`src/hdl/stkclr_pkg.sv`:
```
// ======================================================================
// Shared types and constants for the stack-clearing subsystem
// Imported by the CSR block, the clear engine, the RAM and the top level
// ======================================================================

package stkclr_pkg;

  // CSR map, one register per address
  typedef enum logic [1:0] {
    CSR_MSHWM      = 2'd0,  // Stack high watermark
    CSR_MSHWMB     = 2'd1,  // Watermark base, lowest tracked stack address
    CSR_STKCLR_PTR = 2'd2,  // Write starts a clear, read gives the progress pointer
    CSR_STATUS     = 2'd3   // {err, abort, active}
  } csr_addr_e;

  // Clear engine states
  typedef enum logic [1:0] {
    STKCLR_IDLE   = 2'd0,
    STKCLR_ACTIVE = 2'd1,
    STKCLR_ABORT  = 2'd2
  } stkclr_state_e;

  // Byte-offset bits dropped to form a word address
  localparam int unsigned WORD_LSB = 2;

endpackage

```
`src/hdl/stkclr_csr.sv`:
```
// ======================================================================
// CSR block for the stack watermark and the stack-clear controls
// Tracks core stores to lower MSHWM and hands pointer writes to the engine
// ======================================================================

`timescale 1ns/1ps

module stkclr_csr (
  input  logic                      clk_i,
  input  logic                      rst_ni,

  input  logic                      csr_we_i,
  input  stkclr_pkg::csr_addr_e     csr_addr_i,
  input  logic [31:0]               csr_wdata_i,
  output logic [31:0]               csr_rdata_o,

  input  logic                      core_store_i,       // Core write accepted this cycle
  input  logic [31:0]               core_store_addr_i,

  output logic                      ptr_wr_o,
  output logic [31:0]               ptr_wdata_o,
  output logic [31:0]               mshwm_o,

  input  stkclr_pkg::stkclr_state_e state_i,
  input  logic [31:0]               ptr_i,
  input  logic                      err_i
);
  import stkclr_pkg::*;

  localparam int unsigned WW = 32 - WORD_LSB;  // Word address width

  logic [WW-1:0] mshwm_q, mshwmb_q;
  logic [WW-1:0] store_word;
  logic          mshwm_wr, mshwmb_wr;
  logic          lower;

  assign mshwm_wr   = csr_we_i && (csr_addr_i == CSR_MSHWM);
  assign mshwmb_wr  = csr_we_i && (csr_addr_i == CSR_MSHWMB);
  assign store_word = core_store_addr_i[31:WORD_LSB];

  // Store inside [MSHWMB, MSHWM) pulls the watermark down
  assign lower = core_store_i && (store_word >= mshwmb_q) && (store_word < mshwm_q);

  always_ff @(posedge clk_i or negedge rst_ni) begin
    if (!rst_ni) begin
      mshwm_q  <= '0;
      mshwmb_q <= '0;
    end else begin
      if (mshwm_wr)
        mshwm_q <= csr_wdata_i[31:WORD_LSB];  // Software write wins over tracking
      else if (lower)
        mshwm_q <= store_word;

      if (mshwmb_wr)
        mshwmb_q <= csr_wdata_i[31:WORD_LSB];
    end
  end

  // Start request goes straight to the engine, it samples at the next edge
  assign ptr_wr_o    = csr_we_i && (csr_addr_i == CSR_STKCLR_PTR);
  assign ptr_wdata_o = csr_wdata_i;
  assign mshwm_o     = {mshwm_q, {WORD_LSB{1'b0}}};

  always_comb begin
    csr_rdata_o = '0;
    case (csr_addr_i)
      CSR_MSHWM:      csr_rdata_o = {mshwm_q, {WORD_LSB{1'b0}}};
      CSR_MSHWMB:     csr_rdata_o = {mshwmb_q, {WORD_LSB{1'b0}}};
      CSR_STKCLR_PTR: csr_rdata_o = ptr_i;
      CSR_STATUS: begin
        csr_rdata_o[0] = (state_i == STKCLR_ACTIVE);
        csr_rdata_o[1] = (state_i == STKCLR_ABORT);
        csr_rdata_o[2] = err_i;
      end
    endcase
  end

  // The CSR master writes for one cycle at a time, a longer write
  // would look like two starts to the engine
  a_ptr_wr_pulse: assert property (@(posedge clk_i) disable iff (!rst_ni)
    ptr_wr_o |=> !ptr_wr_o);

endmodule

```
`config.mk`:
```
export PLATFORM = sky130hd
export DESIGN_NAME = stkclr_csr
export DESIGN_NICKNAME = d
export VERILOG_FILES = /design/src/hdl/stkclr_pkg.sv /design/src/hdl/stkclr_csr.sv
export SDC_FILE = /design/constraint.sdc
export NUM_CORES = 1
export LEC_CHECK = 0
export BUFFER_PORTS_ARGS = -buffer_cell sky130_fd_sc_hd__buf_2
export CORE_MARGIN = 2
export CORE_UTILIZATION = 50
export CTS_CLUSTER_DIAMETER = 50
export DETAILED_ROUTE_END_ITERATION = 8
export PLACE_DENSITY = 0.81
export REMOVE_ABC_BUFFERS = 1
export SKIP_CTS_REPAIR_TIMING = 1
export SYNTH_ARGS = -nofsm -noshare
export SYNTH_HDL_FRONTEND = slang
export SYNTH_SLANG_ARGS = --single-unit
export TNS_END_PERCENT = 30
```
`constraint.sdc`:
```
create_clock -name clk_i -period 2.85 [get_ports clk_i]
set_input_delay 0 -clock clk_i [delete_from_list [all_inputs] [get_ports clk_i]]
set_output_delay 0 -clock clk_i [all_outputs]
set_load 0.005 [all_outputs]
```
==> results of run 1 <==
## synthesized netlist by cell type, types with 2 or more instances
library cell / instances
nand2_1: 73
inv_1: 61
dfrtp_1: 60
ha_1: 59
nor2_1: 38
buf_4: 36
o21ai_0: 36
a211oi_1: 34
a221o_1: 30
mux2_2: 30
mux2i_1: 29
clkbuf_1: 24
a21oi_1: 22
nand4_1: 7
buf_1: 4
buf_2: 4
nand2b_1: 4
nand3_1: 4
o21ai_1: 4
a211o_1: 3
a21boi_0: 2
a31oi_1: 2
buf_6: 2
nand3b_1: 2
nand4_2: 2
nor2b_1: 2
o211ai_2: 2
o21a_1: 2
## cell type report
type	count	area, µm²
fill	842	3655
clock inverter	2	10.01
clock buffer	13	158.9
multi-input combinational	403	3059
inverter	61	229.0
sequential	60	1501
tap	136	170.2
timing repair buffer	239	1401
## per-stage QoR
stage,utilization,hold slack [ns]
after floorplan,-,-0.2956
after global placement,0.5935,0.00003806
after detailed placement,0.5935,0.00003806
after CTS,0.6101,-0.1405
after global routing,0.6412,0.00003482
final,0.6412,0.00004353
## worst paths after layout
check,endpoint,slack [ns]
worst max-delay path,mshwm_q[0]$_DFFE_PN0P_,0.23
worst min-delay path,ptr_wdata_o[0],0.00004
worst max register to register,mshwm_q[0]$_DFFE_PN0P_,0.23
worst min register to register,mshwmb_q[1]$_DFFE_PN0P_,0.54
max in group asynchronous,mshwm_q[1]$_DFFE_PN0P_,1.63
min in group asynchronous,mshwm_q[22]$_DFFE_PN0P_,0.37
## worst reg2reg max path, delay by kind of cell (launching register included)
family	cells	cell delay, ns
buffers and inverters	2	0.33
AOI/OAI and AO/OA	4	0.82
adders and majority gates	1	0.33
and+or+nand+nor	3	0.61
DFF	1	0.40
## logic make-up after synthesis
family                   Yosys count
multiplexers                      60
flip-flops                        60
buffers and inverters            131
AO/OA/AOI/OAI                    144
adder cells (fa/ha/maj)           59
other                              1
AND/OR/NAND/NOR                  138
## state kept, by name, summed over array words and instances (netlist names)
name and cells:
mshwm_q 30, mshwmb_q 30
## power by group
| group | total, µW | switching (µW) | internal, µW |
|---|---|---|---|
| clock network | 711 | 355 | 356 |
| registers | 1400 | 251 | 1150 |
| logic | 2210 | 1140 | 1070 |
| total | 4330 | 1750 | 2580 |
## metal layers
metal	vias up	global-route usage
li1	2439	-
met1	2507	0.3328
met2	239	0.4843
met3	24	0.03958
met4	0	0.09868
met5	-	0
==> results.sh, run 1 <==
export IMPL_status="completed"
export IMPL_cp_top_family="compound AO/OA/AOI/OAI gates"
export IMPL_grt_ovfl_total=0
export IMPL_seq_area_frac_synth=0.2894
export IMPL_final_area_mm2=0.006530
export IMPL_antenna_found_initial=0
export IMPL_synth_top_cell_area_share=0.2894
export IMPL_grt_pass1_vias=4852
export IMPL_hold_depth=0
export IMPL_r2r_start="mshwm_q[17]$_DFFE_PN0P_"
export IMPL_dpl_worst_slack_ns=0.2523
export IMPL_period_minus_slack_ns=2.616
export IMPL_top_layer_used="met4"
export IMPL_clockBufferDepth=2
export IMPL_dp_cells=868
export IMPL_synth_top_family_by_area="compound AO/OA/AOI/OAI gates"
export IMPL_nNetsFinal=938
export IMPL_grt_max_degree=60
export IMPL_cp_num_cells=10
export IMPL_track_usage=0.2719
export IMPL_cp_cell_sequence="inv_1 -> ha_1 -> nand2_1 -> o21ai_1 -> a41o_1 -> nand4_1 -> nor2_2 -> buf_12 -> a211oi_1 -> a311o_1"
export IMPL_final_cell_mix="buf_2 (193), nand2_1 (73), inv_1 (61)"
export IMPL_synth_warnings=0
export IMPL_cp_max_fo=22
export IMPL_final_layout_size_suffix_gt1_frac=0.3406
export IMPL_cts_root_buf="clkbuf_8"
export IMPL_rr_worst_depth=10
export IMPL_insertion_delay_ns=0.36
export IMPL_gp_congestion=0.8841
export IMPL_core_area_mm2=0.01018
export IMPL_finClkSkew_ns=0.009013
export IMPL_worstMarginPinSlew_ns=1.039
export IMPL_die_area_mm2=0.01121
export IMPL_power_density_mw_per_mm2=662.8
export IMPL_cp_end_kind="flop"
export IMPL_clkTransAtPathRegs_ns=0.07
export IMPL_slew_viol_final=0
export IMPL_setup_violations_final=0
export IMPL_critPathKind="flop to flop"
export IMPL_viasPerCell=5.699
export IMPL_synth_compound_area_share=0.1985
export IMPL_ys_ff_latch=60
export IMPL_power_leakage_uw=0.003433
export IMPL_cpPeakStageDelay_ns=0.42
export IMPL_portBuffers=193
export IMPL_diodes=0
export IMPL_drtIter0Drc=332
export IMPL_worstPathRequired_ns=3.09
export IMPL_rsz0062_at_grt="no"
export IMPL_instances_no_fill=914
export IMPL_crit_buf_inv=2
export IMPL_finalPower_uw=4328
export IMPL_min_delay_start="csr_wdata_i[0]"
export IMPL_crit_slowest_cell="nor2_2"
export IMPL_tritoncts="done"
export IMPL_maxCapViolCount=0
export IMPL_syn_area_mm2=0.005187
export IMPL_boundaryPins=202
export IMPL_grt_pass1_wl_mm=24.02
export IMPL_wl_per_cell_um=17.29
export IMPL_synthCells=593
export IMPL_fin_crit_sh=0.9180
export IMPL_hold_viol=0
export IMPL_numCtsBuffers=9
export IMPL_arrival_ns=2.86
export IMPL_placed_area_mm2=0.006045
export IMPL_dr_pass1_iters=4
export IMPL_synth_area_leaders="dfrtp_1 (29%), ha_1 (14%), mux2_2 (6.5%)"
export IMPL_wl_met3_mm=1.056
export IMPL_peakVddDrop_uv=313.0
export IMPL_max_slew_margin=0.3075
export IMPL_synth_xor_area_share=0
export IMPL_num_vias=5209
export IMPL_setup_slack_ns=0.2336
export IMPL_drt_total_wl_mm=15.80
export IMPL_ys_types=43
export IMPL_synth_flop_cell="dfrtp_1"
export IMPL_wl_met2_mm=8.125
export IMPL_final_common_cell="buf_2"
export IMPL_synth_simple_area_share=0.1189
export IMPL_fmax_ghz=0.3822
export IMPL_dp_hpwl_mm=11.27
export IMPL_die_x_um=105.9
export IMPL_htree_num_levels=3
export IMPL_wl_met1_mm=6.362
export IMPL_start_kind="flop"
export IMPL_area_delta_synth_final_pct=25.88
export IMPL_cts_sinks=60
export IMPL_die_h_um=105.9
export IMPL_muxShareOfSynthArea=0.1254
export IMPL_worstHoldPathType="input pin to output pin"
export IMPL_synth_adder_area_share=0.1423
export IMPL_row_count=37
export IMPL_avgSynthCellArea_um2=8.748
export IMPL_start_util=0.5093
export IMPL_synthArstFlopShare=1.000
export IMPL_synth_top_area_cell="dfrtp_1"
export IMPL_synth_edf_count=0
export IMPL_worstSetupStartpoint="mshwm_q[17]$_DFFE_PN0P_"
export IMPL_antenna_left=0
export IMPL_tns_ns=0
export IMPL_drc_errors=0
Power figures use the tool's default switching activity.
==> run 2, diff against run 1 <==
--- a/config.mk
+++ b/config.mk
@@ -12,6 +12,7 @@
 export DETAILED_ROUTE_END_ITERATION = 8
 export PLACE_DENSITY = 0.81
 export REMOVE_ABC_BUFFERS = 1
+export SETUP_SLACK_MARGIN = 0.3
 export SKIP_CTS_REPAIR_TIMING = 1
 export SYNTH_ARGS = -nofsm -noshare
 export SYNTH_HDL_FRONTEND = slang
==> results.sh, run 2 (synthesized netlist as in run 1, its figures left out) <==
export IMPL_status="completed"
export IMPL_fin_crit_sh=0.8838
export IMPL_met1_usage=0.3328
export IMPL_area_delta_synth_final_pct=30.27
export IMPL_hold_depth=0
export IMPL_gp_congestion=0.8841
export IMPL_instances_no_fill=922
export IMPL_power_density_mw_per_mm2=665.7
export IMPL_endpoint="mshwm_q[0]$_DFFE_PN0P_"
export IMPL_finClkSkew_ns=0.008050
export IMPL_cts_root_buf="clkbuf_8"
export IMPL_antenna_left=0
export IMPL_start_kind="flop"
export IMPL_final_common_cell="buf_2"
export IMPL_dp_hpwl_mm=11.27
export IMPL_worstPathRequired_ns=3.09
export IMPL_power_leakage_uw=0.003504
export IMPL_numCtsBuffers=9
export IMPL_gr_max_usage_layer="met2"
export IMPL_final_layout_size_suffix_gt1_frac=0.3651
export IMPL_worstMarginPinSlew_ns=1.058
export IMPL_start_util=0.5093
export IMPL_die_area_mm2=0.01121
export IMPL_critPathKind="flop to flop"
export IMPL_hold_viol=0
export IMPL_met3_usage=0.03958
export IMPL_cp_end_kind="flop"
export IMPL_period_minus_slack_ns=2.519
export IMPL_final_cell_mix="buf_2 (193), nand2_1 (73), inv_1 (60), dfrtp_1 (60), ha_1 (56)"
export IMPL_multi_input_area_mm2=0.003188
export IMPL_met2_usage=0.4843
export IMPL_die_x_um=105.9
export IMPL_grt_max_degree=60
export IMPL_regArea_mm2=0.001501
export IMPL_grt_pass1_vias=4852
export IMPL_r2r_start="mshwm_q[23]$_DFFE_PN0P_"
export IMPL_nNetsFinal=946
export IMPL_antenna_found_initial=0
export IMPL_r2r_end="mshwm_q[0]$_DFFE_PN0P_"
export IMPL_tritoncts="done"
export IMPL_maxCapViolCount=0
export IMPL_boundaryPins=202
export IMPL_core_area_mm2=0.01018
export IMPL_worstHoldPathType="input pin to output pin"
export IMPL_post_route_util=0.6635
export IMPL_clkTransAtPathRegs_ns=0.07
export IMPL_portBuffers=193
export IMPL_arrival_ns=2.76
export IMPL_drtIter0Drc=318
export IMPL_cp_max_fo=5
export IMPL_track_usage=0.2719
export IMPL_dr_pass1_iters=7
export IMPL_clockBufferDepth=2
export IMPL_wl_per_cell_um=17.86
export IMPL_rsz0062_at_grt="yes"
export IMPL_fillers=816
export IMPL_die_h_um=105.9
export IMPL_grt_ovfl_total=0
export IMPL_r2r_setup_slack_ns=0.33
export IMPL_fmax_ghz=0.3970
export IMPL_cts_sinks=60
export IMPL_viasPerCell=5.741
export IMPL_insertion_delay_ns=0.36
export IMPL_dp_cells=868
export IMPL_num_vias=5293
export IMPL_worstSetupStartpoint="mshwm_q[23]$_DFFE_PN0P_"
export IMPL_whs_ns=0.00004353
export IMPL_largestRegisters="mshwm_q (30), mshwmb_q (30)"
export IMPL_drt_total_wl_mm=16.47
export IMPL_diodes=0
export IMPL_rr_worst_depth=11
export IMPL_drc_errors=0
export IMPL_peakVddDrop_uv=294.1
export IMPL_max_slew_margin=0.2946
export IMPL_htree_num_levels=3
export IMPL_grt_pass1_wl_mm=24.02
export IMPL_setup_violations_final=0
export IMPL_row_count=37
export IMPL_slew_viol_final=0
-- run 2: worst max-delay path: stages, from the launching register on --
cell and delay [ns]:
dfrtp_1 0.40, inv_1 0.12, ha_4 0.22, a211oi_2 0.24, o21bai_1 0.11, a21oi_1 0.14
o21a_1 0.19, nand4_4 0.14, buf_6 0.16, o2bb2ai_4 0.15, buf_6 0.17, a311o_1 0.35
-- run 2: how the worst min path moves through the flow --
stage,endpoint,slack [ns],startpoint
CTS,mshwm_q[28]$_DFFE_PN0P_,-0.14,rst_ni
detailed placement,ptr_wdata_o[0],0.00004,csr_wdata_i[0]
global route,ptr_wdata_o[0],0.00003,csr_wdata_i[0]
finish,ptr_wdata_o[0],0.00004,csr_wdata_i[0]
floorplan,mshwm_q[0]$_DFFE_PN0P_,-0.30,rst_ni
global placement,ptr_wdata_o[0],0.00004,csr_wdata_i[0]
-- run 2: per-layer routing --
layer | routed length, µm | part of all wire | vias up
li1 | - | - | 2453
met1 | 6364 | 0.39 | 2553
met2 | 8363 | 0.51 | 250
met3 | 1309 | 0.079 | 37
met4 | 431 | 0.026 | 0
met5 | 0 | 0 | -
-- run 2: through the flow --
step	setup TNS, ns	area (µm²)	setup slack, ns	power, µW
detailed placement	0	6045	0.2523	3568
global route	0	6758	0.2450	4827
global placement	0	6045	0.3362	3448
CTS	0	6213	0.2462	4279
floorplan	-27.56	4773	-0.9199	2672
finish	0	6758	0.3312	4499
-- run 2: layout make-up --
cell class | count | share of cell area
Clock inverter | 2 | 0.001481
Sequential cell | 60 | 0.2222
Tap cell | 136 | 0.02518
Multi-Input combinational cell | 403 | 0.4718
Inverter | 61 | 0.03388
Timing Repair Buffer | 247 | 0.2220
Clock buffer | 13 | 0.02351
-- run 2: where the power goes --
part | internal [µW] | leakage (µW) | switching [µW]
clock | 356 | 0.0000893 | 352
sequential | 1150 | 0.000727 | 254
combinational | 1150 | 0.00269 | 1240
total | 2660 | 0.00350 | 1840
