===== src/hdl/lsu_req_if.sv =====
// ======================================================================
// Load/store port with request/done handshake and a one-cycle response
// ======================================================================

`timescale 1ns/1ps

interface lsu_req_if;

  logic        req;     // Held with addr/wdata until done
  logic        we;
  logic [31:0] addr;    // Byte address
  logic [31:0] wdata;
  logic        done;    // Acceptance, same cycle as req
  logic        rvalid;  // One cycle after done
  logic [31:0] rdata;
  logic        err;     // Qualified by rvalid

  // Side that issues loads and stores
  modport requester (
    output req, we, addr, wdata,
    input  done, rvalid, rdata, err
  );

  // Side that accepts and answers them
  modport memory (
    input  req, we, addr, wdata,
    output done, rvalid, rdata, err
  );

endinterface


===== src/hdl/lsu_arbiter.sv =====
// ======================================================================
// Fixed-priority arbiter, core over stack clearer, onto one memory port
// Responses are steered back by the source granted one cycle earlier
// ======================================================================

`timescale 1ns/1ps

module lsu_arbiter (
  input  logic         clk_i,
  input  logic         rst_ni,

  lsu_req_if.memory    core,   // High priority
  lsu_req_if.memory    clr,    // Uses free cycles only
  lsu_req_if.requester mem
);

  logic core_gnt, clr_gnt;
  logic owner_core_q;

  assign core_gnt = core.req;
  assign clr_gnt  = clr.req && !core.req;

  // Forward the winner
  assign mem.req   = core_gnt || clr_gnt;
  assign mem.we    = core_gnt ? core.we    : clr.we;
  assign mem.addr  = core_gnt ? core.addr  : clr.addr;
  assign mem.wdata = core_gnt ? core.wdata : clr.wdata;

  // Only the winner sees its acceptance
  assign core.done = core_gnt && mem.done;
  assign clr.done  = clr_gnt && mem.done;

  // Response belongs to whoever was granted last cycle
  always_ff @(posedge clk_i or negedge rst_ni) begin
    if (!rst_ni)
      owner_core_q <= 1'b0;
    else
      owner_core_q <= core_gnt;
  end

  assign core.rvalid = mem.rvalid && owner_core_q;
  assign core.rdata  = owner_core_q ? mem.rdata : '0;
  assign core.err    = mem.err && owner_core_q;

  assign clr.rvalid  = mem.rvalid && !owner_core_q;
  assign clr.rdata   = owner_core_q ? '0 : mem.rdata;
  assign clr.err     = mem.err && !owner_core_q;

  a_single_done: assert property (@(posedge clk_i) disable iff (!rst_ni)
    !(core.done && clr.done));

  // Relies on the memory answering exactly one cycle after acceptance
  a_resp_follows: assert property (@(posedge clk_i) disable iff (!rst_ni)
    (core.done || clr.done) |=> (core.rvalid || clr.rvalid));

endmodule


===== src/flat_wrapper.sv =====
// flat-port wrapper written by rule: the top's interface ports become plain ports
module lsu_arbiter_flat 
  (clk_i, rst_ni, core_req, core_we, core_addr, core_wdata, core_done, core_rvalid, core_rdata, core_err, clr_req, clr_we, clr_addr, clr_wdata, clr_done, clr_rvalid, clr_rdata, clr_err, mem_req, mem_we, mem_addr, mem_wdata, mem_done, mem_rvalid, mem_rdata, mem_err);
  lsu_req_if core_i ();
  lsu_req_if clr_i ();
  lsu_req_if mem_i ();
  input  logic clk_i;
  input  logic rst_ni;
  input wire logic [$bits(core_i.req)-1:0] core_req;
  input wire logic [$bits(core_i.we)-1:0] core_we;
  input wire logic [$bits(core_i.addr)-1:0] core_addr;
  input wire logic [$bits(core_i.wdata)-1:0] core_wdata;
  output wire logic [$bits(core_i.done)-1:0] core_done;
  output wire logic [$bits(core_i.rvalid)-1:0] core_rvalid;
  output wire logic [$bits(core_i.rdata)-1:0] core_rdata;
  output wire logic [$bits(core_i.err)-1:0] core_err;
  input wire logic [$bits(clr_i.req)-1:0] clr_req;
  input wire logic [$bits(clr_i.we)-1:0] clr_we;
  input wire logic [$bits(clr_i.addr)-1:0] clr_addr;
  input wire logic [$bits(clr_i.wdata)-1:0] clr_wdata;
  output wire logic [$bits(clr_i.done)-1:0] clr_done;
  output wire logic [$bits(clr_i.rvalid)-1:0] clr_rvalid;
  output wire logic [$bits(clr_i.rdata)-1:0] clr_rdata;
  output wire logic [$bits(clr_i.err)-1:0] clr_err;
  output wire logic [$bits(mem_i.req)-1:0] mem_req;
  output wire logic [$bits(mem_i.we)-1:0] mem_we;
  output wire logic [$bits(mem_i.addr)-1:0] mem_addr;
  output wire logic [$bits(mem_i.wdata)-1:0] mem_wdata;
  input wire logic [$bits(mem_i.done)-1:0] mem_done;
  input wire logic [$bits(mem_i.rvalid)-1:0] mem_rvalid;
  input wire logic [$bits(mem_i.rdata)-1:0] mem_rdata;
  input wire logic [$bits(mem_i.err)-1:0] mem_err;
  assign core_i.req = core_req;
  assign core_i.we = core_we;
  assign core_i.addr = core_addr;
  assign core_i.wdata = core_wdata;
  assign core_done = core_i.done;
  assign core_rvalid = core_i.rvalid;
  assign core_rdata = core_i.rdata;
  assign core_err = core_i.err;
  assign clr_i.req = clr_req;
  assign clr_i.we = clr_we;
  assign clr_i.addr = clr_addr;
  assign clr_i.wdata = clr_wdata;
  assign clr_done = clr_i.done;
  assign clr_rvalid = clr_i.rvalid;
  assign clr_rdata = clr_i.rdata;
  assign clr_err = clr_i.err;
  assign mem_req = mem_i.req;
  assign mem_we = mem_i.we;
  assign mem_addr = mem_i.addr;
  assign mem_wdata = mem_i.wdata;
  assign mem_i.done = mem_done;
  assign mem_i.rvalid = mem_rvalid;
  assign mem_i.rdata = mem_rdata;
  assign mem_i.err = mem_err;
  lsu_arbiter u_core (.clk_i(clk_i), .rst_ni(rst_ni), .core(core_i), .clr(clr_i), .mem(mem_i));
endmodule

===== config.mk =====
export PLATFORM = sky130hd
export DESIGN_NAME = lsu_arbiter_flat
export DESIGN_NICKNAME = d
export VERILOG_FILES = /design/src/hdl/lsu_req_if.sv /design/src/hdl/lsu_arbiter.sv /design/src/flat_wrapper.sv
export SDC_FILE = /design/constraint.sdc
export NUM_CORES = 1
export LEC_CHECK = 0
export BUFFER_PORTS_ARGS = -buffer_cell sky130_fd_sc_hd__buf_2
export CAP_MARGIN = 20
export CORE_AREA = 2 2 118 120
export DETAILED_ROUTE_END_ITERATION = 8
export DIE_AREA = 0 0 120 122
export GPL_TIMING_DRIVEN = 0
export PLACE_DENSITY_LB_ADDON = 0.08
export SLEW_MARGIN = 20
export SYNTH_ARGS = -nofsm -noshare
export SYNTH_HDL_FRONTEND = slang
export SYNTH_SLANG_ARGS = --single-unit

===== constraint.sdc =====
create_clock -name clk_i -period 1.1 [get_ports clk_i]
set_input_delay 0.11 -clock clk_i [delete_from_list [all_inputs] [get_ports clk_i]]
set_output_delay 0.11 -clock clk_i [all_outputs]
set_load 0.03 [all_outputs]

==> results.sh, run 1 <==
export IMPL_synth_top_family_by_area="multiplexers"
export IMPL_antenna_found_initial=0
export IMPL_critPathTopFamily="buffers and inverters"
export IMPL_power_density_nw_per_um2=558
export IMPL_grt_busiest_layer="met2"
export IMPL_final_setup_worst_slack_ns=-0.0487
export IMPL_rsz0062_at_grt="true"
export IMPL_p_sw_w=0.00110
export IMPL_clkPwrFrac_pct=0
export IMPL_critPathCaptureType="output port"
export IMPL_io_buffer_count=304
export IMPL_layout_commonest_cell="buf_2"
export IMPL_final_cell_mix="241 x buf_2, 48 x mux2_2, 44 x buf_6"
export IMPL_holdCritPathClass="in2reg"
export IMPL_grtUsageMet2_pct=20.4
export IMPL_crit_buf_inv=3
export IMPL_synth_mux_area_share_pct=58.1
export IMPL_die_x_um=120
export IMPL_gp_congestion=0.690
export IMPL_synth_top_area_share_pct=39.5
export IMPL_reg_top3="u_core.owner_core_q x1"
export IMPL_first_pass_iters=4
export IMPL_holdPathEnd="u_core.owner_core_q"
export IMPL_grt_use_total_pct=9.46
export IMPL_num_io_pins=305
export IMPL_top_register="u_core.owner_core_q"
export IMPL_syn_nets=321
export IMPL_critPathSlowestCell="dfrtp_2"
export IMPL_grt_max_degree=11
export IMPL_p_int_w=0.00100
export IMPL_critical_path_class="reg2out"
export IMPL_hold_start="core_req"
export IMPL_clk_pin_slew_ns=0
export IMPL_hold_path_cell_count=2
export IMPL_synth_xor_area_share_pct=0
export IMPL_vias=2313
export IMPL_drv_cap=0
export IMPL_power_w=0.00210
export IMPL_tightest_slew_ns=0.182
export IMPL_ys_ff_latch=1
export IMPL_fin_crit_ns=1.15
export IMPL_drcViolationCount=0
export IMPL_setup_tns_final_ns=-0.765
export IMPL_num_antenna_cells=0
export IMPL_yosysUniqueCellTypes=11
export IMPL_fin_crit_sh_pct=104
export IMPL_synth_area_um2=1370
export IMPL_final_setup_viol_count=21
export IMPL_slew_limit_headroom_pct=88.0
export IMPL_peakVddDrop_uv=207
export IMPL_wl_mm=8.13
export IMPL_seqPwrFrac_pct=2.1
export IMPL_drv_slew=0
export IMPL_leakagePower_nw=2.11
export IMPL_start_util_pct=10.1
export IMPL_comb_power_share_pct=97.9
export IMPL_grt_ovfl_total=0
export IMPL_post_drt_wl_per_cell_um=12.7
export IMPL_required_ns=0.99
export IMPL_postSynthCellCount=152
export IMPL_path_cells="clkbuf_16 -> buf_12 -> nor2b_4 -> buf_6"
export IMPL_synthSimpleGateAreaFrac_pct=33.0
export IMPL_synth_compound_area_share_pct=0
export IMPL_arrival_ns=1.04
export IMPL_ys_seq_area_share_pct=1.83
export IMPL_coreArea_um2=13500
export IMPL_hold_viol_final=0
export IMPL_area_growth_pct=175
export IMPL_use_met1_pct=9.81
export IMPL_swShare_pct=52.5
export IMPL_failed_checks="setup timing"
export IMPL_rows=43
export IMPL_largest_reg_flops=1
export IMPL_max_freq_mhz=871
export IMPL_grt_met3_usage_pct=1.40
export IMPL_grt_pass1_wl_mm=11.1
export IMPL_synth_area_leader_cell="mux2_2"
export IMPL_status="complete, but fails checks"
export IMPL_slowest_delay_ns=0.44
export IMPL_hpwlAfterDp_mm=7.21
export IMPL_vias_per_cell=3.60
export IMPL_dr_first_iter_drc_count=21
export IMPL_startpoint_type="flip-flop"
export IMPL_cp_max_fo=10
export IMPL_yosys_area_share_adder_pct=0
export IMPL_netlist_top_cells_area="mux2_2 39%, mux2_4 19%, and2_1 16%"
export IMPL_antenna_left=0
export IMPL_finish_utilization_pct=27.9
export IMPL_dieArea_um2=14600
export IMPL_fillers=1457
export IMPL_drive_above_1_share_pct=89.2
export IMPL_final_nets=633
export IMPL_die_h_um=122
export IMPL_synth_area_per_cell_um2=9.01
export IMPL_grt_pass1_vias=2167
export IMPL_yosysWarnings=0
[how the worst max path moves through the flow]
| stage | from | end | cells after the start |
|---|---|---|---|
| global placement | u_core.owner_core_q | core_rvalid | 4 |
| detailed placement | u_core.owner_core_q | core_rdata[5] | 3 |
| floorplan | u_core.owner_core_q | clr_rdata[10] | 2 |
| finish | u_core.owner_core_q | clr_rdata[23] | 4 |
| global route | u_core.owner_core_q | clr_rdata[15] | 4 |
| CTS | u_core.owner_core_q | core_rdata[31] | 4 |
[synth_stat cells]
master	number
mux2_2	48
and2_1	35
nor2b_1	30
mux2_4	17
buf_2	8
and2b_1	4
buf_6	4
clkbuf_1	3
and3b_1	1
dfrtp_1	1
or2_2	1
[power groups by stage]
stage | Combinational [W] | Sequential, W | Clock (W)
final | 0.00206 | 0.0000445 | 0
after global routing | 0.00218 | 0.0000451 | 0
after CTS | 0.00204 | 0.0000448 | 0
after detailed placement | 0.00182 | 0.0000432 | 0
after global placement | 0.00183 | 0.0000428 | 0
after floorplan | 0.00116 | 0.0000409 | 0
[final cells by class]
cell class	count	area (um2)	share of cell area, %
Multi-Input combinational cell	136	1380	36.6
Sequential cell	1	26.3	0.697
Timing Repair Buffer	313	1970	52.2
Tap cell	180	225	5.97
Buffer	12	169	4.48
[kinds of logic after synthesis]
kind of cell           Yosys count
muxes                           65
buffers and inverters           15
DFF                              1
and+or+nand+nor                 71
[stage by stage]
step | setup WS, ns | area [um2] | hold WS (ns) | instances
after floorplan | -0.0545 | 1490 | -0.186 | 152
after global placement | -0.368 | 3240 | -0.114 | 636
after detailed placement | -0.417 | 3240 | -0.111 | 636
after CTS | -0.0996 | 3680 | 0.369 | 641
after global routing | -0.0915 | 3770 | 0.378 | 642
final | -0.0487 | 3770 | 0.355 | 642
[timing repair]
item,4_1_cts,5_1_grt
hold buffers,1,0
hold endpoints to repair,1,0
cloned,2,1
setup endpoints to repair,136,47
buffers inserted,5,0
resized for setup,120,27
[layer usage]
layer,vias up,wire length [um]
met5,-,0
met1,1007,2650
met4,0,45
met3,4,772
met2,169,4660
li1,1133,-
Power figures use the tool's default switching activity.
==> run 2, diff against run 1 <==
CORE_AREA = 2 2 119 121   (was 2 2 118 120)
DIE_AREA = 0 0 121 123   (was 0 0 120 122)
clock period = 1 ns   (was 1.1 ns; I/O delays follow)
==> run 2 against run 1 <==
  * Final area is 26% higher
  * Critical path depth is 2 higher
  * Critical path type is now in2out
  * Sequential power increased by 14%
  * Sequential share of layout area fell by 0.14 points
  * The flow still finishes with violations (setup timing)
  * Die area increased by 1.7%
  * Utilization up 6.9 points
  * Worst hold slack lost 0.14 ns
  * Final cell count up 2.6%
  * Power up 36%
  * Routed wire length rose by 11%
  * Global-route usage is 0.68 points higher
  * Via count grew 6.4%
  * Largest power group unchanged
==> results.sh, run 2 (synthesis gave the netlist of run 1 again) <==
export IMPL_final_setup_worst_slack_ns=-0.164
export IMPL_regArea_um2=26.3
export IMPL_postLayoutCellArea_um2=4740
export IMPL_fin_crit_sh_pct=116
export IMPL_post_drt_wl_per_cell_um=13.7
export IMPL_drcViolationCount=0
export IMPL_hpwlAfterDp_mm=7.11
export IMPL_gp_congestion=0.745
export IMPL_grtUsageMet2_pct=22.3
export IMPL_crit_top_cell="buf_12"
export IMPL_crit_buf_inv=5
export IMPL_fillers=1390
export IMPL_use_met1_pct=9.98
export IMPL_rows=43
export IMPL_critPathCaptureType="output port"
export IMPL_cp_max_fo=10
export IMPL_power_density_nw_per_um2=606
export IMPL_critPathTopFamily="buffers and inverters"
export IMPL_vias_per_cell=3.74
export IMPL_drv_slew=0
export IMPL_layout_commonest_cell="buf_2"
export IMPL_grt_max_degree=11
export IMPL_p_sw_w=0.00133
export IMPL_max_freq_mhz=859
export IMPL_holdPathEnd="u_core.owner_core_q"
export IMPL_coreArea_um2=13600
export IMPL_drive_above_1_share_pct=95.8
export IMPL_area_growth_pct=246
export IMPL_grt_pass1_wl_mm=12.5
export IMPL_critical_path_class="in2out"
export IMPL_startpoint_type="input pin"
export IMPL_clkPwrFrac_pct=0
export IMPL_reg_top3="u_core.owner_core_q x1"
export IMPL_hold_viol_final=0
export IMPL_clk_pin_slew_ns=0
export IMPL_setup_tns_final_ns=-15.53
export IMPL_wl_mm=9.00
export IMPL_holdCritPathClass="in2reg"
export IMPL_final_cell_mix="175 x buf_2, 127 x buf_6, 36 x mux2_4"
export IMPL_leakagePower_nw=2.56
export IMPL_comb_power_share_pct=98.2
export IMPL_io_buffer_count=304
export IMPL_seqPwrFrac_pct=1.8
export IMPL_vias=2462
export IMPL_placed_area_um2=3350
export IMPL_arrival_ns=1.06
export IMPL_final_setup_viol_count=130
export IMPL_hold_start="core_req"
export IMPL_fin_crit_ns=1.16
export IMPL_rsz0062_at_grt="true"
export IMPL_required_ns=0.90
export IMPL_status="complete, but fails checks"
export IMPL_p_int_w=0.00154
export IMPL_grt_pass1_vias=2663
export IMPL_critPathSlowestCell="mux2_4"
export IMPL_peakVddDrop_uv=250
export IMPL_antenna_left=0
export IMPL_stdcell_count=659
export IMPL_finish_utilization_pct=34.8
export IMPL_failed_checks="setup timing"
export IMPL_tightest_slew_ns=0.215
export IMPL_grt_ovfl_total=0
export IMPL_grt_busiest_layer="met2"
export IMPL_hold_path_cell_count=1
export IMPL_grt_met3_usage_pct=1.52
export IMPL_start_util_pct=10.1
export IMPL_slowest_delay_ns=0.30
export IMPL_top_register="u_core.owner_core_q"
export IMPL_final_nets=650
export IMPL_die_x_um=121
export IMPL_swShare_pct=46.3
export IMPL_largest_reg_flops=1
export IMPL_antenna_found_initial=0
export IMPL_path_cells="buf_8 -> buf_12 -> buf_12 -> buf_12 -> mux2_4 -> buf_6"
export IMPL_drv_cap=0
export IMPL_dieArea_um2=14900
export IMPL_dp_cells=636
export IMPL_die_h_um=123
export IMPL_num_antenna_cells=0
export IMPL_first_pass_iters=3
export IMPL_grt_use_total_pct=10.1
export IMPL_cp_depth=6
export IMPL_num_io_pins=305
export IMPL_multi_input_area_um2=1580
export IMPL_slew_limit_headroom_pct=85.6
export IMPL_dr_first_iter_drc_count=35
run 2: per-stage QoR:
stage | power [W] | hold slack [ns] | worst slack (ns)
after floorplan | 0.00138 | -0.196 | -0.0976
after CTS | 0.00278 | 0.218 | -0.183
final | 0.00287 | 0.216 | -0.164
after global routing | 0.00301 | 0.222 | -0.192
after detailed placement | 0.00209 | -0.124 | -0.438
after global placement | 0.00210 | -0.124 | -0.398
run 2: metal layers:
layer / up-vias / wire, um
li1: 1165 / -
met1: 1120 / 2810
met2: 171 / 5250
met3: 6 / 829
met4: 0 / 100
met5: - / 0
run 2: how the worst max path moves through the flow:
stage / slack [ns] / end / from
after floorplan: -0.1 / clr_err / u_core.owner_core_q
after global placement: -0.40 / core_rdata[2] / u_core.owner_core_q
after detailed placement: -0.44 / core_rdata[2] / u_core.owner_core_q
after CTS: -0.18 / mem_addr[17] / core_req
after global routing: -0.19 / mem_addr[14] / core_req
final: -0.16 / mem_addr[18] / core_req
run 2: power by group through the flow:
stage               clock (W)  sequential, W  combinational (W)
finish                      0      0.0000508            0.00282
global placement            0      0.0000478            0.00205
CTS                         0      0.0000494            0.00273
floorplan                   0      0.0000453            0.00134
global route                0      0.0000515            0.00296
detailed placement          0      0.0000482            0.00204
run 2: layout make-up:
cell class | count | area share [%]
timing repair buffer | 328 | 56.3
multi-input combinational | 136 | 33.3
buffer | 14 | 5.04
tap | 180 | 4.75
sequential | 1 | 0.555
run 2: repair_timing:
item | in CTS | in global routing
gates cloned | 6 | 4
pin swaps | 1 | 0
setup buffers | 8 | 7
hold buffers | 1 | 0
endpoints found under the hold margin | 1 | 0
resized for setup | 295 | 59
endpoints found under the setup margin | 136 | 136
==> run 3, diff against run 2 <==
BUFFER_PORTS_ARGS = unset   (was -buffer_cell sky130_fd_sc_hd__buf_2)
CORE_AREA = 2 2 118 120   (was 2 2 119 121)
DIE_AREA = 0 0 120 122   (was 0 0 121 123)
DONT_BUFFER_PORTS = 1   (was unset)
TNS_END_PERCENT = 10   (was unset)
==> run 3 against run 2 <==
  * The flow still finishes with violations (setup timing)
  * Final area fell by 58%
  * Setup slack better by 0.061 ns
  * First-iteration DRC count is 80% lower
  * Utilization is 20 points lower
  * Fmax grew 5.5%
  * Routed wire length fell by 37%
  * Worst hold slack worse by 0.084 ns
  * Critical endpoint is now clr_rdata[16]
  * Largest cell class is now multi-input gates
==> results.sh, run 3 (synthesis gave the netlist of run 1 again) <==
export IMPL_status="complete, but fails checks"
export IMPL_failed_checks="setup timing"
export IMPL_coreArea_um2=13500
export IMPL_die_h_um=122
export IMPL_setup_tns_final_ns=-2.72
export IMPL_io_buffer_count=0
export IMPL_grt_pass1_vias=1152
export IMPL_vias_per_cell=3.63
export IMPL_fin_crit_sh_pct=110
export IMPL_reg_top3="u_core.owner_core_q x1"
export IMPL_die_x_um=120
export IMPL_antenna_found_initial=1
export IMPL_critPathCaptureType="output port"
export IMPL_placed_area_um2=1790
export IMPL_required_ns=0.90
export IMPL_final_cell_mix="48 x mux2_2, 26 x nor2b_4, 20 x and2_2"
export IMPL_first_pass_iters=2
export IMPL_drv_slew=0
export IMPL_cp_max_fo=10
export IMPL_final_setup_viol_count=38
export IMPL_holdCritPathClass="in2reg"
export IMPL_fin_crit_ns=1.10
export IMPL_hold_start="core_req"
export IMPL_rows=43
export IMPL_hold_viol_final=0
export IMPL_startpoint_type="flip-flop"
export IMPL_gp_congestion=0.682
export IMPL_pre_cts_ws_ns=-0.290
export IMPL_peakVddDrop_uv=235
export IMPL_tightest_slew_ns=0.387
export IMPL_wl_mm=5.68
export IMPL_layout_commonest_cell="mux2_2"
export IMPL_drcViolationCount=0
export IMPL_start_util_pct=10.1
export IMPL_clk_pin_slew_ns=0
export IMPL_max_freq_mhz=907
export IMPL_rsz0062_at_grt="true"
export IMPL_arrival_ns=1.00
export IMPL_postLayoutCellArea_um2=1970
export IMPL_dieArea_um2=14600
export IMPL_top_register="u_core.owner_core_q"
export IMPL_drive_above_1_share_pct=98.7
export IMPL_antenna_left=0
export IMPL_leakagePower_nw=0.807
export IMPL_final_nets=324
export IMPL_slew_limit_headroom_pct=74.1
export IMPL_largest_reg_flops=1
export IMPL_grt_use_total_pct=5.94
export IMPL_power_w=0.00154
export IMPL_num_io_pins=305
export IMPL_critical_path_class="reg2out"
export IMPL_post_drt_wl_per_cell_um=17.1
export IMPL_dr_first_iter_drc_count=7
export IMPL_num_antenna_cells=0
export IMPL_drv_cap=0
export IMPL_worstSetupStartpoint="u_core.owner_core_q"
export IMPL_area_growth_pct=44.0
export IMPL_hpwlAfterDp_mm=5.27
export IMPL_final_setup_worst_slack_ns=-0.102
export IMPL_grt_max_degree=11
export IMPL_grt_pass1_wl_mm=6.73
export IMPL_vias=1210
export IMPL_power_density_nw_per_um2=781
export IMPL_grt_ovfl_total=0
[run 3: path summary, 6_finish.rpt]
check / to / slack [ns] / cells past startpoint
min in group asynchronous: u_core.owner_core_q / 0.32 / 1
max in group asynchronous: u_core.owner_core_q / 0.56 / 1
worst max-delay path: clr_rdata[16] / -0.10 / 3
worst min-delay path: u_core.owner_core_q / 0.13 / 0
[run 3: power by group]
part | switching (W) | internal, W | leakage (nW)
clock network | 0 | 0 | 0
logic | 0.00100 | 0.000487 | 0.796
registers | 0.00000388 | 0.0000437 | 0.0107
[run 3: area by class of cell]
type | count | area [um2]
sequential | 1 | 26.3
fill | 1520 | 11500
tap | 180 | 225
timing repair buffer | 1 | 10.0
multi-input combinational | 136 | 1520
buffer | 15 | 186
[run 3: worst max-delay path, stage by stage (launching register included)]
cell	delay, ns
dfrtp_2	0.42
clkbuf_16	0.18
buf_12	0.16
nor2b_4	0.23
[run 3: repair_timing]
| item | CTS | global route |
|---|---|---|
| hold buffers | 1 | 0 |
| endpoints found under the setup margin | 102 | 87 |
| gates resized for setup | 65 | 11 |
| hold endpoints to repair | 1 | 0 |
| pin swaps | 0 | 1 |
| buffers inserted | 0 | 0 |
[run 3: through the flow]
stage | utilization, % | cells | hold slack (ns)
6_report | 14.6 | 333 | 0.132
5_1_grt | 14.6 | 333 | 0.132
4_1_cts | 14.4 | 333 | 0.132
3_5_place_dp | 13.2 | 332 | -0.196
3_3_place_gp | 13.2 | 332 | -0.196
2_1_floorplan | - | 152 | -0.196
[run 3: routing by layer]
| metal | routed length (um) | GRT usage (%) | up-vias |
|---|---|---|---|
| li1 | - | - | 509 |
| met1 | 1540 | 5.16 | 529 |
| met2 | 3330 | 13.5 | 168 |
| met3 | 797 | 1.92 | 2 |
| met4 | 0 | 0 | 2 |
| met5 | 13 | 0 | - |
