File: config.mk
export PLATFORM = sky130hd
export DESIGN_NAME = stkclr_engine_flat
export DESIGN_NICKNAME = d
export VERILOG_FILES = /design/src/hdl/stkclr_pkg.sv /design/src/hdl/lsu_req_if.sv /design/src/hdl/stkclr_engine.sv /design/src/flat_wrapper.sv
export SDC_FILE = /design/constraint.sdc
export NUM_CORES = 1
export LEC_CHECK = 0
export BUFFER_PORTS_ARGS = -buffer_cell sky130_fd_sc_hd__clkbuf_2
export CAP_MARGIN = 0
export CORE_MARGIN = 4
export CORE_UTILIZATION = 40
export CTS_CLUSTER_DIAMETER = 120
export CTS_CLUSTER_SIZE = 10
export DETAILED_ROUTE_END_ITERATION = 7
export PLACE_DENSITY = 0.68
export SETUP_SLACK_MARGIN = 0.15
export SLEW_MARGIN = 20
export SYNTH_ARGS = -nofsm -noshare
export SYNTH_HDL_FRONTEND = slang
export SYNTH_SLANG_ARGS = --single-unit
File: constraint.sdc
create_clock -name clk_i -period 2.65 [get_ports clk_i]
set_input_delay 0.1325 -clock clk_i [delete_from_list [all_inputs] [get_ports clk_i]]
set_output_delay 0.1325 -clock clk_i [all_outputs]
set_load 0.01 [all_outputs]
File: src/hdl/stkclr_pkg.sv
// ======================================================================
// Shared types and constants for the stack-clearing subsystem
// Imported by the CSR block, the clear engine, the RAM and the top level
// ======================================================================

package stkclr_pkg;

  // CSR map, one register per address
  typedef enum logic [1:0] {
    CSR_MSHWM      = 2'd0,  // Stack high watermark
    CSR_MSHWMB     = 2'd1,  // Watermark base, lowest tracked stack address
    CSR_STKCLR_PTR = 2'd2,  // Write starts a clear, read gives the progress pointer
    CSR_STATUS     = 2'd3   // {err, abort, active}
  } csr_addr_e;

  // Clear engine states
  typedef enum logic [1:0] {
    STKCLR_IDLE   = 2'd0,
    STKCLR_ACTIVE = 2'd1,
    STKCLR_ABORT  = 2'd2
  } stkclr_state_e;

  // Byte-offset bits dropped to form a word address
  localparam int unsigned WORD_LSB = 2;

endpackage

File: src/hdl/lsu_req_if.sv
// ======================================================================
// Load/store port with request/done handshake and a one-cycle response
// ======================================================================

`timescale 1ns/1ps

interface lsu_req_if;

  logic        req;     // Held with addr/wdata until done
  logic        we;
  logic [31:0] addr;    // Byte address
  logic [31:0] wdata;
  logic        done;    // Acceptance, same cycle as req
  logic        rvalid;  // One cycle after done
  logic [31:0] rdata;
  logic        err;     // Qualified by rvalid

  // Side that issues loads and stores
  modport requester (
    output req, we, addr, wdata,
    input  done, rvalid, rdata, err
  );

  // Side that accepts and answers them
  modport memory (
    input  req, we, addr, wdata,
    output done, rvalid, rdata, err
  );

endinterface

File: src/hdl/stkclr_engine.sv
// ======================================================================
// Stack-clear engine, writes zero words from the start pointer down to
// the captured watermark through a requester port behind the core
// ======================================================================

`timescale 1ns/1ps

module stkclr_engine (
  input  logic                      clk_i,
  input  logic                      rst_ni,

  input  logic                      ptr_wr_i,      // Pointer CSR write strobe
  input  logic [31:0]               ptr_wdata_i,
  input  logic [31:0]               mshwm_i,

  input  logic                      irq_i,
  input  logic                      snoop_done_i,  // Any core access accepted

  lsu_req_if.requester              lsu,

  output stkclr_pkg::stkclr_state_e state_o,
  output logic [31:0]               ptr_o,
  output logic                      err_o
);
  import stkclr_pkg::*;

  localparam int unsigned WW = 32 - WORD_LSB;

  stkclr_state_e state_d, state_q;

  logic [WW-1:0] ptr_q;    // Last word written
  logic [WW-1:0] nxt_q;    // Word being requested
  logic [WW-1:0] base_q;   // Watermark captured at start
  logic          err_q;
  logic          start, active, accept, last, stop;

  assign active = (state_q == STKCLR_ACTIVE);
  assign accept = active && lsu.done;

  assign start = ptr_wr_i && (state_q == STKCLR_IDLE) && (ptr_wdata_i != mshwm_i);
  assign last  = accept && (nxt_q <= base_q);
  assign stop  = accept && irq_i && !last;  // Finishing beats aborting

  // Zero writes only
  assign lsu.req   = active;
  assign lsu.we    = 1'b1;
  assign lsu.addr  = {nxt_q, {WORD_LSB{1'b0}}};
  assign lsu.wdata = '0;

  always_comb begin
    state_d = state_q;
    case (state_q)
      STKCLR_IDLE: begin
        if (start)
          state_d = STKCLR_ACTIVE;
      end
      STKCLR_ACTIVE: begin
        if (last)
          state_d = STKCLR_IDLE;
        else if (stop)
          state_d = STKCLR_ABORT;
      end
      STKCLR_ABORT: begin
        if (snoop_done_i)
          state_d = STKCLR_IDLE;  // Cleared by the next core access
      end
      default: state_d = STKCLR_IDLE;
    endcase
  end

  always_ff @(posedge clk_i or negedge rst_ni) begin
    if (!rst_ni) begin
      state_q <= STKCLR_IDLE;
      ptr_q   <= '0;
      nxt_q   <= '0;
      base_q  <= '0;
      err_q   <= 1'b0;
    end else begin
      state_q <= state_d;

      if (start) begin
        ptr_q  <= ptr_wdata_i[31:WORD_LSB];
        nxt_q  <= ptr_wdata_i[31:WORD_LSB] - WW'(1);
        base_q <= mshwm_i[31:WORD_LSB];
      end else if (accept) begin
        ptr_q <= nxt_q;
        if (!(last || stop))
          nxt_q <= nxt_q - WW'(1);
      end

      // Sticky, also catches the response to the final write
      if (start)
        err_q <= 1'b0;
      else if (lsu.rvalid && lsu.err)
        err_q <= 1'b1;
    end
  end

  assign state_o = state_q;
  assign ptr_o   = {ptr_q, {WORD_LSB{1'b0}}};
  assign err_o   = err_q;

  // No further write once the final or aborting word is taken
  a_req_active: assert property (@(posedge clk_i) disable iff (!rst_ni)
    (accept && (last || stop)) |=> !lsu.req);

  // Under core back-pressure the write stays put until the arbiter takes it
  a_req_hold: assert property (@(posedge clk_i) disable iff (!rst_ni)
    (lsu.req && !lsu.done) |=> (lsu.req && $stable(lsu.addr)));

endmodule

File: src/flat_wrapper.sv
// flat-port wrapper written by rule: the top's interface ports become plain ports
module stkclr_engine_flat import stkclr_pkg::*;
  (clk_i, rst_ni, ptr_wr_i, ptr_wdata_i, mshwm_i, irq_i, snoop_done_i, state_o, ptr_o, err_o, lsu_req, lsu_we, lsu_addr, lsu_wdata, lsu_done, lsu_rvalid, lsu_rdata, lsu_err);
  lsu_req_if lsu_i ();
  input  logic clk_i;
  input  logic rst_ni;
  input  logic ptr_wr_i;
  input  logic [31:0] ptr_wdata_i;
  input  logic [31:0] mshwm_i;
  input  logic irq_i;
  input  logic snoop_done_i;
  output stkclr_pkg::stkclr_state_e state_o;
  output logic [31:0] ptr_o;
  output logic err_o;
  output wire logic [$bits(lsu_i.req)-1:0] lsu_req;
  output wire logic [$bits(lsu_i.we)-1:0] lsu_we;
  output wire logic [$bits(lsu_i.addr)-1:0] lsu_addr;
  output wire logic [$bits(lsu_i.wdata)-1:0] lsu_wdata;
  input wire logic [$bits(lsu_i.done)-1:0] lsu_done;
  input wire logic [$bits(lsu_i.rvalid)-1:0] lsu_rvalid;
  input wire logic [$bits(lsu_i.rdata)-1:0] lsu_rdata;
  input wire logic [$bits(lsu_i.err)-1:0] lsu_err;
  assign lsu_req = lsu_i.req;
  assign lsu_we = lsu_i.we;
  assign lsu_addr = lsu_i.addr;
  assign lsu_wdata = lsu_i.wdata;
  assign lsu_i.done = lsu_done;
  assign lsu_i.rvalid = lsu_rvalid;
  assign lsu_i.rdata = lsu_rdata;
  assign lsu_i.err = lsu_err;
  stkclr_engine u_core (.clk_i(clk_i), .rst_ni(rst_ni), .ptr_wr_i(ptr_wr_i), .ptr_wdata_i(ptr_wdata_i), .mshwm_i(mshwm_i), .irq_i(irq_i), .snoop_done_i(snoop_done_i), .lsu(lsu_i), .state_o(state_o), .ptr_o(ptr_o), .err_o(err_o));
endmodule
==> flow_summary.rst, run 1 <==
.. list-table::
   :header-rows: 1

   * - Metric
     - Value
   * - Outcome
     - finished, violations left
   * - Violations in the final reports
     - negative setup slack
   * - Power Density
     - 1114 nW/um^2
   * - Number of clock buffers inserted by TritonCTS
     - 9
   * - Biggest area contributors in the synthesized netlist
     - sky130_fd_sc_hd__dfrtp_1 37%, sky130_fd_sc_hd__xor2_1 9.2%, sky130_fd_sc_hd__ha_1 6.1%
   * - Clock latency on the worst-skew pair
     - 360 ps
   * - Share of final-layout standard cells stronger than drive strength 1
     - 39.70%
   * - Area leader, netlist
     - sky130_fd_sc_hd__dfrtp_1
   * - Worst Skew
     - 9.351 ps
   * - Required time of the worst setup path
     - 2890 ps
   * - First-pass GRT wire length
     - 29,730 microns
   * - Transition time at the pin with the least slew margin
     - 571.2 ps
   * - Clock Pin Slew Worst Setup and Hold Paths
     - 70 ps
   * - Clock root cell
     - sky130_fd_sc_hd__clkbuf_16
   * - Remaining design rule violation count
     - 0
   * - Detail Placement HPWL
     - 14,750 microns
   * - Maximum number of pins on one net before global-route repair
     - 43
   * - Synth unique cells
     - 62
   * - Fin crit period
     - 2808 ps
   * - Max-slew violation count
     - 0
   * - Synth async-reset ratio
     - 100.0%
   * - Worst slew margin relative to its limit
     - 61.92%
   * - Max Buffers Root-to-Sink
     - 2
   * - Gr ovfl total
     - 0
   * - Startpoint kind of the worst setup timing path
     - primary input
   * - Number of setup violations in the final report
     - 6
   * - # H-tree levels
     - 3
   * - Sequence of cells on the critical path
     - clkbuf_2 -> xor2_1 -> nor4_2 -> nand4_1 -> o211ai_4 -> mux2i_2 -> ha_2 -> nand2b_1 -> nor3_4 -> nand4b_1 -> mux2_4 -> o31ai_1 -> and3_1 -> a31oi_1
   * - Count of vias placed by the detailed router
     - 5,867
   * - Worst-path cell with the longest stage delay
     - sky130_fd_sc_hd__nor4_2
   * - All-layer global routing usage
     - 21.01%
   * - Static power due to leakage
     - 4.225 nW
   * - Met3 wirelength from detailed routing
     - 1547 microns
   * - Average routed wire per standard cell
     - 17.69 microns
   * - Total Wirelength
     - 20,060 microns
   * - Post-Synthesis Cell Area
     - 6360 sq um
   * - Wire length on met1
     - 8472 microns
   * - Layout Cell Area excl Fill
     - 8808 sq um
   * - Die Outline Area
     - 17,980 sq um
   * - Leading register cell type out of synthesis
     - sky130_fd_sc_hd__dfrtp_1
   * - Core Area
     - 15,370 sq um
   * - Delay of the slowest cell on the worst path
     - 340 ps
   * - Vias in the first global route
     - 5,651
   * - Layout-stage area growth over the synthesis result
     - 38.50%
   * - Final Hold Fails
     - 0
   * - Number of detailed-route iterations in the first pass
     - 7
   * - CP Class
     - primary input to flip-flop
   * - Height of the chip
     - 134.1 microns
   * - Routability congestion estimate from global placement
     - 0.9409
   * - Top routing layer in use
     - met4
   * - Number of non-filler instances in the completed layout
     - 1,134
   * - Starting density of the core
     - 41.38%
   * - Number of synthesized flops with an enable pin
     - 0
   * - First-iteration detailed-routing DRC count
     - 427
   * - Post-synthesis sequential area ratio
     - 36.59%
   * - Least setup slack across all paths after layout
     - -157.6 ps
   * - Number of vias per cell
     - 5.174
   * - Cell row count
     - 45
   * - Data arrival, critical path
     - 3050 ps
   * - Number of antenna violations at the first check in global routing
     - 1
   * - Cell count after synthesis
     - 672
   * - Top-area cell type share of the netlist area
     - 36.59%
   * - Setup repair after global routing missed its margin
     - yes
   * - Maximum VDD drop
     - 0.5662 mV
   * - Total power consumption of the routed design
     - 9.813 mW
   * - Number of cells after detailed placement
     - 1,096
   * - DRT antenna net count
     - 0
   * - Die Wd
     - 134.1 microns
   * - Port buffer count
     - 135
   * - Flip-flop and latch count after synthesis
     - 93
   * - Syn avg cell area
     - 9.464 sq um
   * - Fmax
     - 356.2 MHz
   * - Path category of the worst min-delay check
     - primary input to flip-flop
   * - Number of clock sinks
     - 93
   * - Post-DP Area
     - 7874 sq um
   * - Worst setup slack for register-to-register paths
     - -10 ps
   * - CTS tree
     - done
   * - Sort of element at the end of the critical path
     - flip-flop
   * - Setup WS pre-CTS
     - -848.1 ps
   * - Number of maximum-capacitance constraint violations
     - 0
   * - Total Nets Final
     - 1,052
   * - Number of warnings printed during yosys synthesis
     - 0
   * - Period utilisation layout
     - 105.9%
   * - Largest fanout of any net on the critical path
     - 5
   * - Routed length on met2
     - 9540 microns
   * - Number of top-level design ports
     - 205
[kinds of logic after synthesis]
kind of cell    synth area share [%]
fa+ha+maj                      6.099
simple gates                   17.86
mux                            11.47
compound gates                 9.227
buf+inv                        8.440
flops                          36.59
xor+xnor                       10.19
other cells                   0.1181
[cell usage after synthesis, types with 12 or more instances]
master and n:
sky130_fd_sc_hd__a21oi_1 53, sky130_fd_sc_hd__buf_2 12, sky130_fd_sc_hd__buf_4 38, sky130_fd_sc_hd__clkbuf_1 12, sky130_fd_sc_hd__dfrtp_1 93, sky130_fd_sc_hd__ha_1 31
sky130_fd_sc_hd__inv_1 34, sky130_fd_sc_hd__mux2_2 31, sky130_fd_sc_hd__mux2i_1 38, sky130_fd_sc_hd__nand2_1 23, sky130_fd_sc_hd__nand3_1 22, sky130_fd_sc_hd__nand4_1 17
sky130_fd_sc_hd__nor2_1 71, sky130_fd_sc_hd__nor4_1 18, sky130_fd_sc_hd__xor2_1 67
[placed cells by master (no fill, tap or decap), types with 20 or more instances in the layout]
| master | count |
|---|---|
| sky130_fd_sc_hd__nand3_1 | 20 |
| sky130_fd_sc_hd__nor2_1 | 69 |
| sky130_fd_sc_hd__buf_4 | 114 |
| sky130_fd_sc_hd__inv_1 | 33 |
| sky130_fd_sc_hd__dfrtp_1 | 91 |
| sky130_fd_sc_hd__a21oi_1 | 52 |
| sky130_fd_sc_hd__ha_1 | 24 |
| sky130_fd_sc_hd__xor2_1 | 64 |
| sky130_fd_sc_hd__mux2i_1 | 35 |
| sky130_fd_sc_hd__clkbuf_2 | 130 |
| sky130_fd_sc_hd__mux2_2 | 30 |
| sky130_fd_sc_hd__conb_1 | 37 |
[path summary, 6_finish.rpt]
check / from / end / depth (start not counted)
setup / recovery: mshwm_i[25] / u_core.nxt_q[22] / 14
hold / removal: lsu_err / u_core.err_o / 3
setup reg to reg: u_core.state_o[1] / u_core.nxt_q[22] / 12
hold reg to reg: u_core.err_o / u_core.err_o / 2
max in group asynchronous: rst_ni / u_core.base_q[4] / 3
min in group asynchronous: rst_ni / u_core.base_q[14] / 2
[metal layers]
layer	vias up	track usage (%)
li1	2792	-
met1	2806	27.98
met2	239	34.03
met3	30	4.501
met4	0	7.296
met5	-	0
[registers in the layout (all words and copies together), names as in the netlist]
name	count
u_core.base_q	30
u_core.err_o	1
u_core.nxt_q	30
u_core.ptr_q	30
u_core.state_o	2
[area by class of cell]
type,instances,area (sq um)
fillers,1364,6563
multi-input cells,515,3953
flip-flops and latches,93,2330
repair buffers,263,1849
well taps,211,264.0
clock buffers,12,256.5
inverters,35,131.4
clock inverters,4,22.52
diodes,1,2.502
[power by group]
part | switching [mW] | leakage, nW | internal [mW]
Combinational | 3.07 | 3.03 | 2.89
Sequential | 0.456 | 1.05 | 2.13
Clock | 0.581 | 0.138 | 0.684
[critical path: cells and delay by family]
| family | cells | cell delay (ps) |
|---|---|---|
| xor gates and xnor gates | 1 | 210 |
| adders and majority gates | 1 | 250 |
| and+or+nand+nor | 6 | 1210 |
| AOI/OAI and AO/OA | 3 | 530 |
| muxes | 2 | 610 |
| buffers and inverters | 1 | 100 |
[per-stage QoR]
stage               hold WS (ps)  util (%)  setup TNS [ps]
floorplan                 -163.1         -           -2227
global placement           163.3     51.23          -13520
detailed placement         166.3     51.23          -16360
CTS                        7.693     53.82          -624.5
global route               9.077     57.31           -2068
finish                     11.58     57.31          -702.6
[timing repair]
action	CTS	global route
hold buffers	1	0
endpoints found under the hold margin	37	0
gates cloned	0	4
pin swaps	9	29
setup buffers	5	11
gates resized for setup	19	61
endpoints found under the setup margin	51	31
Note: power is estimated with default switching activity, not from simulation.
==> run 2, diff against run 1 <==
Settings changed: SKIP_LAST_GASP set to 1.
==> run 2 against run 1 <==
Effect of this change:
- hold slack got worse by 4.1 ps
- highest routed layer unchanged
- power fell by 0.39%
- critical path depth unchanged
- first-iteration DRC count is 9.1% lower
- global-route usage unchanged
- the flow still finishes with violations (negative setup slack)
- largest cell class unchanged
- sequential share of layout area about the same
- core utilization is 0.090 points lower
- register-to-register slack gained 20 ps
- final cell count unchanged
- flip-flop and latch count is the same
==> flow_summary.rst, run 2 (synthesis results as in run 1) <==
.. list-table::
   :header-rows: 1

   * - Metric
     - Value
   * - Clock Pin Slew Worst Setup and Hold Paths
     - 70 ps (about the same)
   * - Die Outline Area
     - 17,980 sq um (unchanged)
   * - Number of detailed-route iterations in the first pass
     - 4 (was 7)
   * - Remaining design rule violation count
     - 0 (unchanged)
   * - Leading cell types in the layout, fill and taps excluded
     - 130 x sky130_fd_sc_hd__clkbuf_2, 114 x sky130_fd_sc_hd__buf_4, 91 x sky130_fd_sc_hd__dfrtp_1 (unchanged)
   * - CTS tree
     - done (unchanged)
   * - Worst-path cell with the longest stage delay
     - sky130_fd_sc_hd__mux2_4 (was sky130_fd_sc_hd__nor4_2)
   * - Number of clock sinks
     - 93 (unchanged)
   * - Largest fanout of any net on the critical path
     - 5 (unchanged)
   * - Layout Cell Area excl Fill
     - 8795 sq um (was 8808 sq um)
   * - Clock root cell
     - sky130_fd_sc_hd__clkbuf_16 (unchanged)
   * - Least setup slack across all paths after layout
     - -124.3 ps (was -157.6 ps)
   * - Sequence of cells on the critical path
     - clkbuf_2 -> xor2_1 -> nor4_2 -> nand4_1 -> o211ai_4 -> mux2i_2 -> ha_2 -> nand2b_1 -> nor3_4 -> nand4b_1 -> mux2_4 -> o31ai_1 -> and3_1 -> a31oi_1 (unchanged)
   * - # H-tree levels
     - 3 (unchanged)
   * - Sort of element at the end of the critical path
     - flip-flop (unchanged)
   * - Transition time at the pin with the least slew margin
     - 565.5 ps (was 571.2 ps)
   * - Clock share of power
     - 13.0% (was 12.9%)
   * - Worst Skew
     - 8.868 ps (was 9.351 ps)
   * - Post-Route Hold Slack
     - 7.467 ps (was 11.58 ps)
   * - Period utilisation layout
     - 104.7% (was 105.9%)
   * - Required time of the worst setup path
     - 2890 ps (about the same)
   * - Number of top-level design ports
     - 205 (unchanged)
   * - R2r worst-path depth
     - 12 (unchanged)
   * - Number of setup violations in the final report
     - 6 (unchanged)
   * - FF+latch area
     - 2330 sq um (unchanged)
   * - Port buffer count
     - 135 (unchanged)
   * - Max Buffers Root-to-Sink
     - 2 (unchanged)
   * - Routability congestion estimate from global placement
     - 0.9409 (unchanged)
   * - Vias in the first global route
     - 5,651 (unchanged)
   * - Leading cell type in the layout, fill and taps excluded
     - sky130_fd_sc_hd__clkbuf_2 (unchanged)
   * - Count of vias placed by the detailed router
     - 5,875 (was 5,867)
   * - First-pass GRT wire length
     - 29,730 microns (unchanged)
   * - Largest regs
     - u_core.base_q (30), u_core.nxt_q (30), u_core.ptr_q (30) (unchanged)
   * - Number of clock buffers inserted by TritonCTS
     - 9 (unchanged)
   * - Final Hold Fails
     - 0 (unchanged)
   * - Total Nets Final
     - 1,052 (unchanged)
   * - Maximum number of pins on one net before global-route repair
     - 43 (unchanged)
   * - Height of the chip
     - 134.1 microns (unchanged)
   * - Utilization of the core after routing
     - 57.22% (was 57.31%)
   * - Number of vias per cell
     - 5.181 (was 5.174)
   * - Post-DP Area
     - 7874 sq um (unchanged)
   * - Number of maximum-capacitance constraint violations
     - 0 (unchanged)
   * - Startpoint kind of the worst setup timing path
     - primary input (unchanged)
   * - Fill cell instance count of the final layout
     - 1,366 (was 1,364)
   * - Total Wirelength
     - 20,080 microns (was 20,060 microns)
   * - Total net switching power
     - 4.092 mW (was 4.109 mW)
   * - Maximum VDD drop
     - 0.5415 mV (was 0.5662 mV)
   * - DRT antenna net count
     - 0 (unchanged)
   * - Portion of total power attributed to combinational logic
     - 60.4% (was 60.7%)
   * - Gr ovfl total
     - 0 (unchanged)
   * - Path category of the worst min-delay check
     - primary input to flip-flop (unchanged)
   * - All-layer global routing usage
     - 21.01% (unchanged)
   * - Data arrival, critical path
     - 3020 ps (was 3050 ps)
   * - Setup repair after global routing missed its margin
     - yes (unchanged)
   * - CP Class
     - primary input to flip-flop (unchanged)
   * - Die Wd
     - 134.1 microns (unchanged)
   * - Violations in the final reports
     - negative setup slack (unchanged)
   * - Detail Placement HPWL
     - 14,750 microns (unchanged)
   * - Hold Path Depth
     - 3 (unchanged)
   * - Clock latency on the worst-skew pair
     - 360 ps (about the same)
   * - Internal power summed over all cells
     - 5.682 mW (was 5.704 mW)
   * - Worst slew margin relative to its limit
     - 62.17% (was 61.92%)
   * - Area of combinational cells with multiple inputs
     - 3939 sq um (was 3953 sq um)
   * - Share of final-layout standard cells stronger than drive strength 1
     - 39.37% (was 39.70%)
   * - Max-slew violation count
     - 0 (unchanged)
   * - Cell count along the critical path
     - 14 (unchanged)
   * - Average routed wire per standard cell
     - 17.71 microns (was 17.69 microns)
   * - Fmax
     - 360.5 MHz (was 356.2 MHz)
   * - Switching power share of the total
     - 41.87% (was 41.88%)
   * - Kind of cell adding the most delay to the critical path
     - simple AND/OR/NAND/NOR gates (unchanged)
   * - Delay of the slowest cell on the worst path
     - 340 ps (about the same)
   * - Core Area
     - 15,370 sq um (unchanged)
   * - Total power consumption of the routed design
     - 9.775 mW (was 9.813 mW)
   * - Starting density of the core
     - 41.38% (unchanged)
   * - Outcome
     - finished, violations left (unchanged)
   * - First-iteration detailed-routing DRC count
     - 388 (was 427)
   * - Cell row count
     - 45 (unchanged)
   * - Layout-stage area growth over the synthesis result
     - 38.28% (was 38.50%)
   * - Critical path buffers and inverters
     - 1 (unchanged)
   * - Power Density
     - 1111 nW/um^2 (was 1114 nW/um^2)
   * - Fin crit period
     - 2774 ps (was 2808 ps)
   * - Portion of total power attributed to sequential cells
     - 26.6% (was 26.4%)
   * - Number of antenna violations at the first check in global routing
     - 1 (unchanged)
   * - Static power due to leakage
     - 4.209 nW (was 4.225 nW)
run 2: final cells by class:
cell class | count | share of cell area (%)
diodes | 1 | 0.02845
well taps | 211 | 3.002
flip-flops and latches | 93 | 26.49
clock inverters | 4 | 0.2561
clock buffers | 12 | 2.916
repair buffers | 263 | 21.03
multi-input cells | 515 | 44.79
inverters | 35 | 1.494
run 2: through the flow:
stage               instances  setup TNS (ps)  setup WS, ps
floorplan                 707           -2227        -554.6
global placement         1096          -13520        -764.1
detailed placement       1096          -16360        -848.1
CTS                      1118          -624.6        -143.2
global route             1134           -2097        -346.6
finish                   1134          -585.5        -124.3
run 2: tightest hold or removal path, delay by kind of cell:
| kind | cells | cell delay [ps] |
|---|---|---|
| AOI/OAI and AO/OA | 1 | 50 |
| buffers and inverters | 1 | 70 |
| and+or+nand+nor | 1 | 70 |
run 2: per-layer routing:
| metal | vias up | global-route usage, % | wire (microns) |
|---|---|---|---|
| met1 | 2830 | 27.98 | 8669 |
| met4 | 0 | 7.296 | 467 |
| met5 | - | 0 | 0 |
| li1 | 2796 | - | - |
| met3 | 28 | 4.501 | 1407 |
| met2 | 221 | 34.03 | 9540 |
run 2: path summary, 6_finish.rpt:
path	from	end	slack [ps]
worst max-delay path	mshwm_i[11]	u_core.nxt_q[22]	-120
worst min-delay path	lsu_err	u_core.err_o	7
worst max register to register	u_core.state_o[1]	u_core.nxt_q[22]	10
worst min register to register	u_core.err_o	u_core.err_o	490
max in group asynchronous	rst_ni	u_core.base_q[4]	1610
min in group asynchronous	rst_ni	u_core.base_q[16]	300
run 2: power by group through the flow:
stage | sequential (mW) | combinational (mW) | clock [mW]
floorplan | 2.91 | 2.60 | 0
global placement | 2.55 | 4.84 | 0
detailed placement | 2.58 | 4.90 | 0
CTS | 2.56 | 5.08 | 1.28
global route | 2.68 | 6.43 | 1.35
finish | 2.60 | 5.91 | 1.27
run 2: repair_timing:
action	in CTS	in global routing
setup buffers	5	11
endpoints found under the hold margin	37	0
resized for setup	18	56
endpoints found under the setup margin	51	31
cloned	0	4
pin swaps	9	25
hold buffers	1	0
